`config.mk`:
```
export PLATFORM = sky130hd
export DESIGN_NAME = alarmClock
export DESIGN_NICKNAME = d
export VERILOG_FILES = /design/src/clockPkg.sv /design/src/tickGen.sv /design/src/timeKeeper.sv /design/src/alarmControl.sv /design/src/segmentDriver.sv /design/src/alarmClock.sv
export VERILOG_INCLUDE_DIRS = /design/src
export SDC_FILE = /design/constraint.sdc
export NUM_CORES = 1
export LEC_CHECK = 0
export BUFFER_PORTS_ARGS = -buffer_cell sky130_fd_sc_hd__buf_2
export CAP_MARGIN = 20
export CORE_MARGIN = 5
export CORE_UTILIZATION = 30
export CTS_CLUSTER_DIAMETER = 120
export DETAILED_ROUTE_END_ITERATION = 12
export GPL_TIMING_DRIVEN = 0
export PLACE_DENSITY = 0.5
export SYNTH_ARGS = -nofsm -noshare
export SYNTH_HDL_FRONTEND = slang
export SYNTH_SLANG_ARGS = --single-unit
```
`constraint.sdc`:
```
create_clock -name i_clk -period 2.3 [get_ports i_clk]
set_input_delay 0.115 -clock i_clk [delete_from_list [all_inputs] [get_ports i_clk]]
set_output_delay 0.115 -clock i_clk [all_outputs]
set_load 0.02 [all_outputs]
```
`src/clock_consts.svh`:
```
`ifndef CLOCK_CONSTS_SVH
`define CLOCK_CONSTS_SVH

// tick divisions, kept small so seconds pass quickly in simulation
`define CLK_PER_SECOND 16
`define CLK_PER_SCAN 2

// display width
`define NUM_DIGITS 6

// BCD field limits
`define MAX_SECONDS 8'h59
`define MAX_MINUTES 8'h59
`define MAX_HOURS 8'h23
`define PM_HOURS 8'h12

// active-low segment patterns, bit order g down to a
`define SEG_0 7'b1000000
`define SEG_1 7'b1111001
`define SEG_2 7'b0100100
`define SEG_3 7'b0110000
`define SEG_4 7'b0011001
`define SEG_5 7'b0010010
`define SEG_6 7'b0000010
`define SEG_7 7'b1111000
`define SEG_8 7'b0000000
`define SEG_9 7'b0010000
`define SEG_BLANK 7'b1111111

`endif

```
`src/clockPkg.sv`:
```
`include "clock_consts.svh"

package clockPkg;

    ////////////////////////////////////////////////////////////
    // time word
    ////////////////////////////////////////////////////////////

    // hours in the top byte, seconds in the bottom byte
    typedef struct packed {
        logic [7:0] hours;
        logic [7:0] minutes;
        logic [7:0] seconds;
    } hms_t;

    // digit 0 is the seconds ones, digit 5 the hours tens
    typedef union packed {
        logic [`NUM_DIGITS-1:0][3:0] digits;
        hms_t                        fields;
    } timeWord_t;

    ////////////////////////////////////////////////////////////
    // editable field
    ////////////////////////////////////////////////////////////

    typedef enum logic [1:0] {
        FIELD_SEC  = 2'd0,
        FIELD_MIN  = 2'd1,
        FIELD_HOUR = 2'd2
    } field_t;

endpackage

```
`src/tickGen.sv`:
```
`timescale 1ns/10ps
`include "clock_consts.svh"

module tickGen (
    input  logic i_clk,
    input  logic i_rst,
    output logic o_secondTick,
    output logic o_scanTick
);

    localparam int SEC_W = ($clog2(`CLK_PER_SECOND) > 0) ? $clog2(`CLK_PER_SECOND) : 1;
    localparam int SCAN_W = ($clog2(`CLK_PER_SCAN) > 0) ? $clog2(`CLK_PER_SCAN) : 1;
    localparam logic [SEC_W-1:0] SEC_LAST = SEC_W'(`CLK_PER_SECOND - 1);
    localparam logic [SCAN_W-1:0] SCAN_LAST = SCAN_W'(`CLK_PER_SCAN - 1);

    logic [SEC_W-1:0]  secCount;
    logic [SCAN_W-1:0] scanCount;

    // seconds divider
    always_ff @(posedge i_clk) begin
        if (i_rst || secCount == SEC_LAST) begin
            secCount <= '0;
        end else begin
            secCount <= secCount + 1'b1;
        end
    end

    // digit scan divider
    always_ff @(posedge i_clk) begin
        if (i_rst || scanCount == SCAN_LAST) begin
            scanCount <= '0;
        end else begin
            scanCount <= scanCount + 1'b1;
        end
    end

    // one-cycle enables at terminal count
    assign o_secondTick = (secCount == SEC_LAST);
    assign o_scanTick = (scanCount == SCAN_LAST);

endmodule

```
`src/timeKeeper.sv`:
```
`timescale 1ns/10ps
`include "clock_consts.svh"

module timeKeeper #(
    parameter bit countMode = 1'b1
) (
    input  logic               i_clk,
    input  logic               i_rst,
    input  logic               i_advance,
    input  clockPkg::field_t   i_field,
    input  logic               i_inc,
    input  logic               i_dec,
    output clockPkg::timeWord_t o_time
);

    clockPkg::timeWord_t timeReg;
    clockPkg::timeWord_t editWord;
    clockPkg::timeWord_t nextWord;
    logic                editValid;

    ////////////////////////////////////////////////////////////
    // BCD helpers
    ////////////////////////////////////////////////////////////

    // two-digit BCD up count, wraps to zero after maxValue
    function automatic logic [7:0] bcdInc(input logic [7:0] value, input logic [7:0] maxValue);
        logic [7:0] result;
        if (value == maxValue) begin
            result = 8'h00;
        end else if (value[3:0] == 4'd9) begin
            result = {value[7:4] + 4'd1, 4'd0};
        end else begin
            result = {value[7:4], value[3:0] + 4'd1};
        end
        return result;
    endfunction

    // two-digit BCD down count, wraps to maxValue below zero
    function automatic logic [7:0] bcdDec(input logic [7:0] value, input logic [7:0] maxValue);
        logic [7:0] result;
        if (value == 8'h00) begin
            result = maxValue;
        end else if (value[3:0] == 4'd0) begin
            result = {value[7:4] - 4'd1, 4'd9};
        end else begin
            result = {value[7:4], value[3:0] - 4'd1};
        end
        return result;
    endfunction

    ////////////////////////////////////////////////////////////
    // field edit
    ////////////////////////////////////////////////////////////

    // both strobes together cancel out
    assign editValid = i_inc ^ i_dec;

    // only the chosen field moves, no carry into its neighbour
    always_comb begin : editLogic
        editWord = timeReg;
        case (i_field)
            clockPkg::FIELD_SEC: begin
                editWord.fields.seconds = i_inc ? bcdInc(timeReg.fields.seconds, `MAX_SECONDS)
                                                : bcdDec(timeReg.fields.seconds, `MAX_SECONDS);
            end
            clockPkg::FIELD_MIN: begin
                editWord.fields.minutes = i_inc ? bcdInc(timeReg.fields.minutes, `MAX_MINUTES)
                                                : bcdDec(timeReg.fields.minutes, `MAX_MINUTES);
            end
            clockPkg::FIELD_HOUR: begin
                editWord.fields.hours = i_inc ? bcdInc(timeReg.fields.hours, `MAX_HOURS)
                                              : bcdDec(timeReg.fields.hours, `MAX_HOURS);
            end
            default: begin
                editWord = timeReg;
            end
        endcase
    end

    ////////////////////////////////////////////////////////////
    // next state
    ////////////////////////////////////////////////////////////

    generate
        if (countMode) begin : genCount
            clockPkg::timeWord_t advanceWord;

            // seconds carry into minutes, minutes into hours
            always_comb begin
                advanceWord = timeReg;
                advanceWord.fields.seconds = bcdInc(timeReg.fields.seconds, `MAX_SECONDS);
                if (timeReg.fields.seconds == `MAX_SECONDS) begin
                    advanceWord.fields.minutes = bcdInc(timeReg.fields.minutes, `MAX_MINUTES);
                    if (timeReg.fields.minutes == `MAX_MINUTES) begin
                        advanceWord.fields.hours = bcdInc(timeReg.fields.hours, `MAX_HOURS);
                    end
                end
            end

            // an edit wins over the tick
            always_comb begin
                if (editValid) begin
                    nextWord = editWord;
                end else if (i_advance) begin
                    nextWord = advanceWord;
                end else begin
                    nextWord = timeReg;
                end
            end
        end else begin : genHold
            always_comb begin
                nextWord = editValid ? editWord : timeReg;
            end
        end
    endgenerate

    always_ff @(posedge i_clk) begin
        if (i_rst) begin
            timeReg <= '0;
        end else begin
            timeReg <= nextWord;
        end
    end

    assign o_time = timeReg;

endmodule

```
`src/alarmControl.sv`:
```
`timescale 1ns/10ps
`include "clock_consts.svh"

module alarmControl (
    input  logic                i_clk,
    input  logic                i_rst,
    input  logic                i_editEnable,
    input  logic                i_changeAlarm,
    input  logic                i_inc,
    input  logic                i_dec,
    input  logic                i_alarmEnable,
    input  logic                i_secondTick,
    input  clockPkg::timeWord_t i_timeNow,
    input  clockPkg::timeWord_t i_alarmTime,
    output logic                o_countEnable,
    output logic                o_timeInc,
    output logic                o_timeDec,
    output logic                o_alarmInc,
    output logic                o_alarmDec,
    output clockPkg::timeWord_t o_displayWord,
    output logic                o_pm,
    output logic                o_alarmOn
);

    logic                editInc;
    logic                editDec;
    logic                counting;
    logic                alarmMatch;
    logic                alarmOn;
    clockPkg::timeWord_t displayWord;

    ////////////////////////////////////////////////////////////
    // edit routing
    ////////////////////////////////////////////////////////////

    // strobes only pass while editing
    assign editInc = i_editEnable & i_inc;
    assign editDec = i_editEnable & i_dec;

    assign o_timeInc = editInc & ~i_changeAlarm;
    assign o_timeDec = editDec & ~i_changeAlarm;
    assign o_alarmInc = editInc & i_changeAlarm;
    assign o_alarmDec = editDec & i_changeAlarm;

    // clock is frozen during edit
    assign counting = ~i_editEnable;
    assign o_countEnable = i_secondTick & counting;

    ////////////////////////////////////////////////////////////
    // display select and alarm latch
    ////////////////////////////////////////////////////////////

    assign displayWord = i_changeAlarm ? i_alarmTime : i_timeNow;
    assign o_displayWord = displayWord;
    // BCD keeps numeric order, so a plain compare works
    assign o_pm = (displayWord.fields.hours >= `PM_HOURS);

    assign alarmMatch = (i_timeNow == i_alarmTime);

    // held until the alarm is disabled
    always_ff @(posedge i_clk) begin
        if (i_rst || !i_alarmEnable) begin
            alarmOn <= 1'b0;
        end else if (counting && alarmMatch) begin
            alarmOn <= 1'b1;
        end
    end

    assign o_alarmOn = alarmOn;

endmodule

```
`src/segmentDriver.sv`:
```
`timescale 1ns/10ps
`include "clock_consts.svh"

module segmentDriver (
    input  logic                   i_clk,
    input  logic                   i_rst,
    input  logic                   i_scanTick,
    input  clockPkg::timeWord_t    i_word,
    output logic [6:0]             o_segments,
    output logic [`NUM_DIGITS-1:0] o_anodes
);

    localparam int IDX_W = ($clog2(`NUM_DIGITS) > 0) ? $clog2(`NUM_DIGITS) : 1;
    localparam logic [IDX_W-1:0] IDX_LAST = IDX_W'(`NUM_DIGITS - 1);

    logic [IDX_W-1:0]       digitIdx;
    logic [IDX_W-1:0]       nextIdx;
    logic [3:0]             digitValue;
    logic [6:0]             segPattern;
    logic [`NUM_DIGITS-1:0] anodePattern;
    logic [6:0]             segReg;
    logic [`NUM_DIGITS-1:0] anodeReg;

    ////////////////////////////////////////////////////////////
    // digit select
    ////////////////////////////////////////////////////////////

    assign nextIdx = (digitIdx == IDX_LAST) ? '0 : digitIdx + 1'b1;

    // digit view of the word
    assign digitValue = i_word.digits[nextIdx];

    // one-hot, active low
    assign anodePattern = ~(`NUM_DIGITS'(1) << nextIdx);

    ////////////////////////////////////////////////////////////
    // BCD to segments
    ////////////////////////////////////////////////////////////

    always_comb begin
        case (digitValue)
            4'd0: segPattern = `SEG_0;
            4'd1: segPattern = `SEG_1;
            4'd2: segPattern = `SEG_2;
            4'd3: segPattern = `SEG_3;
            4'd4: segPattern = `SEG_4;
            4'd5: segPattern = `SEG_5;
            4'd6: segPattern = `SEG_6;
            4'd7: segPattern = `SEG_7;
            4'd8: segPattern = `SEG_8;
            4'd9: segPattern = `SEG_9;
            // not a decimal digit
            default: segPattern = `SEG_BLANK;
        endcase
    end

    ////////////////////////////////////////////////////////////
    // scan registers
    ////////////////////////////////////////////////////////////

    // display dark after reset, first scan tick lands on digit 0
    always_ff @(posedge i_clk) begin
        if (i_rst) begin
            digitIdx <= IDX_LAST;
            anodeReg <= '1;
            segReg <= `SEG_BLANK;
        end else if (i_scanTick) begin
            digitIdx <= nextIdx;
            anodeReg <= anodePattern;
            segReg <= segPattern;
        end
    end

    assign o_segments = segReg;
    assign o_anodes = anodeReg;

endmodule

```
`src/alarmClock.sv`:
```
`timescale 1ns/10ps
`include "clock_consts.svh"

module alarmClock (
    input  logic                   i_clk,
    input  logic                   i_rst,
    input  logic                   i_editEnable,
    input  logic                   i_changeAlarm,
    input  clockPkg::field_t       i_field,
    input  logic                   i_inc,
    input  logic                   i_dec,
    input  logic                   i_alarmEnable,
    output logic [6:0]             o_segments,
    output logic [`NUM_DIGITS-1:0] o_anodes,
    output logic                   o_pm,
    output logic                   o_alarmOn
);

    logic                secondTick;
    logic                scanTick;
    logic                countEnable;
    logic                timeInc;
    logic                timeDec;
    logic                alarmInc;
    logic                alarmDec;
    clockPkg::timeWord_t timeNow;
    clockPkg::timeWord_t alarmTime;
    clockPkg::timeWord_t displayWord;

    ////////////////////////////////////////////////////////////
    // clock enables
    ////////////////////////////////////////////////////////////

    tickGen tickSource (
        .i_clk        (i_clk),
        .i_rst        (i_rst),
        .o_secondTick (secondTick),
        .o_scanTick   (scanTick)
    );

    ////////////////////////////////////////////////////////////
    // controller
    ////////////////////////////////////////////////////////////

    alarmControl controller (
        .i_clk         (i_clk),
        .i_rst         (i_rst),
        .i_editEnable  (i_editEnable),
        .i_changeAlarm (i_changeAlarm),
        .i_inc         (i_inc),
        .i_dec         (i_dec),
        .i_alarmEnable (i_alarmEnable),
        .i_secondTick  (secondTick),
        .i_timeNow     (timeNow),
        .i_alarmTime   (alarmTime),
        .o_countEnable (countEnable),
        .o_timeInc     (timeInc),
        .o_timeDec     (timeDec),
        .o_alarmInc    (alarmInc),
        .o_alarmDec    (alarmDec),
        .o_displayWord (displayWord),
        .o_pm          (o_pm),
        .o_alarmOn     (o_alarmOn)
    );

    ////////////////////////////////////////////////////////////
    // time and alarm registers
    ////////////////////////////////////////////////////////////

    timeKeeper #(.countMode(1'b1)) timeCounter (
        .i_clk     (i_clk),
        .i_rst     (i_rst),
        .i_advance (countEnable),
        .i_field   (i_field),
        .i_inc     (timeInc),
        .i_dec     (timeDec),
        .o_time    (timeNow)
    );

    // alarm never counts
    timeKeeper #(.countMode(1'b0)) alarmRegister (
        .i_clk     (i_clk),
        .i_rst     (i_rst),
        .i_advance (1'b0),
        .i_field   (i_field),
        .i_inc     (alarmInc),
        .i_dec     (alarmDec),
        .o_time    (alarmTime)
    );

    ////////////////////////////////////////////////////////////
    // display
    ////////////////////////////////////////////////////////////

    segmentDriver segDisplay (
        .i_clk      (i_clk),
        .i_rst      (i_rst),
        .i_scanTick (scanTick),
        .i_word     (displayWord),
        .o_segments (o_segments),
        .o_anodes   (o_anodes)
    );

endmodule

```
# Word-level counts from Yosys, hierarchy flattened
# Memory sizes are Yosys's and may differ from the RTL's. A register that Yosys moved wholly into a read port is not among the register bits.
# Index checks and enable logic that the tools add are counted.
# word_totals
regBits	63
latch_bits	0
ramBits	0
romBits	112
in_bits	9
n_memories	1
# op_classes
n_addsub	27
mul	0
div_mod_pow	0
order_cmp	2
n_eq_ne	26
shift	1
muxes	41
bitwise_logic	12
n_reduce_logical	36
# memory_table
name	words	width	read_ports	rd_clocked_by_memory_dff	write_ports	line	text
(name not given)	16	7	1	1	0	segmentDriver.sv:41	case (digitValue)
# ops
cell	count
two-way mux 8 bit	34
two-way mux 24 bit	3
adder 4 x 1 -> 4 bit, second input constant	13
logical NOT 8 bit	6
subtractor 4 x 1 -> 4 bit, second input constant	12
== test 8 x 7 -> 1 bit, second input constant	4
== test 4 bit, second input constant	7
== test 24 bit	1
logical NOT 4 bit	6
AND reduction 4 bit	5
== test 8 x 6 -> 1 bit, second input constant	2
two-way mux 16 bit	1
binary-select mux 4 bit (select 3 bit)	1
inequality test 4 x 3 -> 1 bit, second input constant	3
inequality test 3 bit, second input constant	3
nonzero test 3 bit	3
>= comparator 8 x 5 -> 1 bit, second input constant	1
AND reduction 2 bit	4
bitwise AND 1 bit	7
inequality test 2 x 1 -> 1 bit, second input constant	3
NOT 6 bit	1
AND reduction 3 bit	2
nonzero test 2 bit	3
<< shifter 1 x 3 -> 6 bit, first input constant	1
other kinds (15)	19

# Depth between registers and ports, before layout
# depth
ltp_word	7
depth_mapped	10
ltp_nobuf	8

# Cells and area by module
# Synthesis repeated with hierarchy kept, for this count alone.
# unflattened
hier_cells	754
area_unflattened_um2	6229.7
# modules_own_cells
mod	n_inst	cells_per_inst	area_each_um2	seq_area_each_um2
timeKeeper at timeCounter	1	295	2348.5	480.5
timeKeeper at alarmRegister	1	259	2055.7	480.5
segmentDriver	1	111	980.9	320.3
alarmControl	1	71	650.6	20.0
tickGen	1	17	190.2	100.1
alarmClock	1	1	3.8	0.0

# Least setup slack after synthesis
# OpenSTA, ideal clock, no wires.
# synth_timing
kind	reg-to-reg
startpoint	reg timeCounter.timeReg (netlist bit timeCounter.o_time[0])
endpoint	reg segDisplay.segReg[1] (netlist: segDisplay.o_segments[1])
arrival_ps	2025
required_ps	2205
path_slack_ps	180
stages_incl_launch_ff	10
path_buffers	1
period_less_slack_ps	2120
cell_sequence	dfxtp_1 -> clkbuf_1 -> mux2_1 -> a222oi_1 -> o21ai_1 -> o221ai_2 -> inv_1 -> ha_1 -> nand2_1 -> a221oi_1
# synth_via
elab_chain_len	3
# synth_lines
element	line	text
start: declaration	timeKeeper.sv:16	clockPkg::timeWord_t timeReg;
start signal: assignment	timeKeeper.sv:121	timeReg <= nextWord;
two-way mux 24 bit	alarmControl.sv:53	assign displayWord = i_changeAlarm ? i_alarmTime : i_timeNow;
binary-select mux 4 bit (select 3 bit)	segmentDriver.sv:31	assign digitValue = i_word.digits[nextIdx];
two-way mux 4 bit (implied by the code)	segmentDriver.sv:31	
end: declaration	segmentDriver.sv:21	logic [6:0] segReg;
# Every way passes these cells. The select of a mux whose other input is x is not followed.
# A chain may end at the register's enable or synchronous reset.

# Final worst setup path
# layout_timing
startpoint	reg timeCounter.timeReg (netlist bit timeCounter.o_time[21])
endpoint	reg segDisplay.segReg[3] (netlist: segDisplay.o_segments[3])
# Same word-level chain as after synthesis.

==> impl_metrics.ini <==
[clock_network]
clkSinkCount = 70
cts.path.max_buffers = 2
insertion_delay_ps = 350
cts_tree = yes
hold_buffers = 0
cts_buffers = 9
cts_root_buf = clkbuf_16
cts.clk_slew.worst_paths_ps = 60
htree_levels = 3

[placed_design]
gp_congestion = 0.853
hpwl_microns = 13700
post-place-ws_ps = -187
port_buffers = 18

[timing]
clock.fmax_ghz = 0.439
setup_ws_ps = 21.9
worst_pin_slew_ps = 938
setup_viol_count_final = 0
slew_headroom_pct = 37.5
fin_worst_skew_ps = 5.29
hold_violations = 0
tns_ps = 0
maxSlewViolCount = 0
min_period_ps = 2280
fin_crit_sh_pct = 99.0

[floorplanning]
rows = 51
initial_utilization_pct = 30.7
die_area_sq_um = 23000
die_w_microns = 152
core_sq_um = 19600
die_y_microns = 152
ios = 24

[power_and_ir_drop]
power.density_nw_per_um2 = 460
p_leak_uw = 0.00258
vdd_drop_max_mv = 0.312

[finish]
fillers = 2085
area_growth_pct = 15.0
layout-drive-gt1-share_pct = 16.9
diodes = 0
fin_nets = 850

[grt]
grt_pass1_wl_microns = 29400
antenna_found_initial = 0
grt_use_met2_pct = 25.9
use_met1_pct = 22.3
grt-ovfl-total = 0
grt_pass1_vias = 5342
busiest_layer = met2
grt_use_total_pct = 16.3
gr-usage-met3_pct = 2.56
grt_max_degree = 13

[min_path]
hp-class = input pin to flip-flop

[logic_synthesis]
ys_seq_area_share_pct = 23.3
synth_cells = 768
synth_nets = 820
yosys_warnings = 0
synth_edf_count = 0
yosys-top-cells-area = dfxtp_1 23%, ha_1 8.9%, a21oi_1 5.2%
async_reset_ff_share_pct = 0
postSynthAreaPerCell_sq_um = 7.83
netlist.top_cell.by_area = dfxtp_1
synth.distinct_cells = 92
netlist_area_sq_um = 6020
synth_top_cell_area_share_pct = 23.3
synth_flop_cell = dfxtp_1
synth_seq_cells = 70

[route]
via_per_inst = 5.38
route.vias.total = 5743
drt-total-wl_microns = 18500
routedWlPerCell_microns = 17.3
final_antenna_net_count = 0
dr.pass1.iters = 5
drt_iter0_drc = 366
remaining_drc_errors = 0

[critical_path]
critPathKind = flip-flop to flip-flop
crit_chain = clkbuf_1, mux2i_2, o22ai_1, nor3_2, inv_1, o311a_1, a311oi_2
crit_slowest_cell = o311a_1
setup.worst_path.start_class = flip-flop
critPathArrivalTime_ps = 2540
cp_top_family = compound AO/OA/AOI/OAI gates
cp-end-kind = flip-flop
max_stage_delay_ps = 390
cp.required_ps = 2570
crit_buf_inv = 2
worst-path-max-fanout = 9

[run_status]
status = completed

[flow_run]
maxCapViolCount = 0
## cells by family after synthesis
kind of cell	count (synthesis)	synth area share (%)
simple gates	260	23.7
buf+inv	109	8.05
flops	70	23.3
compound gates	235	27.7
mux	20	3.70
fa+ha+maj	43	8.94
xor+xnor	31	4.64
## flip-flops by register name, summed over array words and instances (netlist names)
name,cells
controller.o_alarmOn,1
segDisplay.o_segments,7
tickSource.secCount,4
timeCounter.o_time,24
segDisplay.o_anodes,6
alarmRegister.o_time,24
segDisplay.digitIdx,3
tickSource.o_scanTick,1
## layout make-up
cell class | count | area [sq um] | area share, %
tap | 265 | 332 | 4.79
buffer | 64 | 337 | 4.86
clock buffer | 10 | 239 | 3.45
timing repair buffer | 25 | 143 | 2.06
inverter | 39 | 146 | 2.12
clock inverter | 6 | 37.5 | 0.542
multi-input combinational | 589 | 4280 | 61.8
sequential | 70 | 1410 | 20.4
## cell usage after synthesis, types with 12 or more instances
library cell,count
a21oi_1,62
buf_2,12
clkbuf_1,44
dfxtp_1,70
ha_1,43
inv_1,39
mux2i_1,14
nand2_1,50
nand3_1,14
nor2_1,68
nor3_1,32
o21ai_0,39
xnor2_1,19
## per-stage QoR
stage	cell area [sq um]	power, uW	hold slack (ps)	util, %	instances
2_1_floorplan	6020	1690	282	-	768
3_3_place_gp	6440	1840	389	32.9	1051
3_5_place_dp	6440	1840	395	32.9	1051
4_1_cts	6760	3210	21.9	34.5	1065
5_1_grt	6920	3330	46.3	35.3	1068
6_report	6920	3180	31.4	35.3	1068
## per-layer routing
layer | routed length (microns) | vias to the layer above | share of wire [%]
li1 | - | 2894 | -
met1 | 8860 | 2722 | 48
met2 | 8470 | 104 | 46
met3 | 655 | 23 | 3.5
met4 | 499 | 0 | 2.7
met5 | 0 | - | 0
## where the power goes
group	internal [uW]	leakage (uW)	switching (uW)
Combinational	210	0.00188	354
Sequential	1250	0.000572	33.6
Clock	753	0.000130	580
## placed cells by master (no fill, tap or decap), types with 7 or more instances in the layout
cell type  instances
a221oi_1           7
xor2_1            11
ha_1              37
buf_6              7
mux2i_1           12
or3_1             11
buf_2             28
xnor2_1           19
a211oi_1          11
and3_1             8
a311oi_1          11
clkbuf_1          33
nand2b_1           9
buf_4             14
a21oi_1           61
nor3_1            30
nor2_1            64
clkbuf_16          9
nand3b_1           8
dfxtp_1           64
a31oi_1           10
o211ai_1           8
nand3_1           14
inv_1             37
o21ai_0           39
nand4_1            9
nand2_1           49
## worst paths after layout
kind	endpoint	slack, ps	from	depth (start not counted)
setup / recovery	segDisplay.o_segments[3]	20	timeCounter.o_time[21]	7
setup reg to reg	segDisplay.o_segments[3]	20	timeCounter.o_time[21]	7
hold / removal	controller.o_alarmOn	30	i_alarmEnable	2
hold reg to reg	segDisplay.o_segments[5]	470	segDisplay.o_segments[5]	2
## timing repair
action	in CTS	in global routing
gates resized for setup	13	51
setup endpoints to repair	17	24
buffers inserted	1	6
pin swaps	2	10
Note: power is estimated with default switching activity, not from simulation.
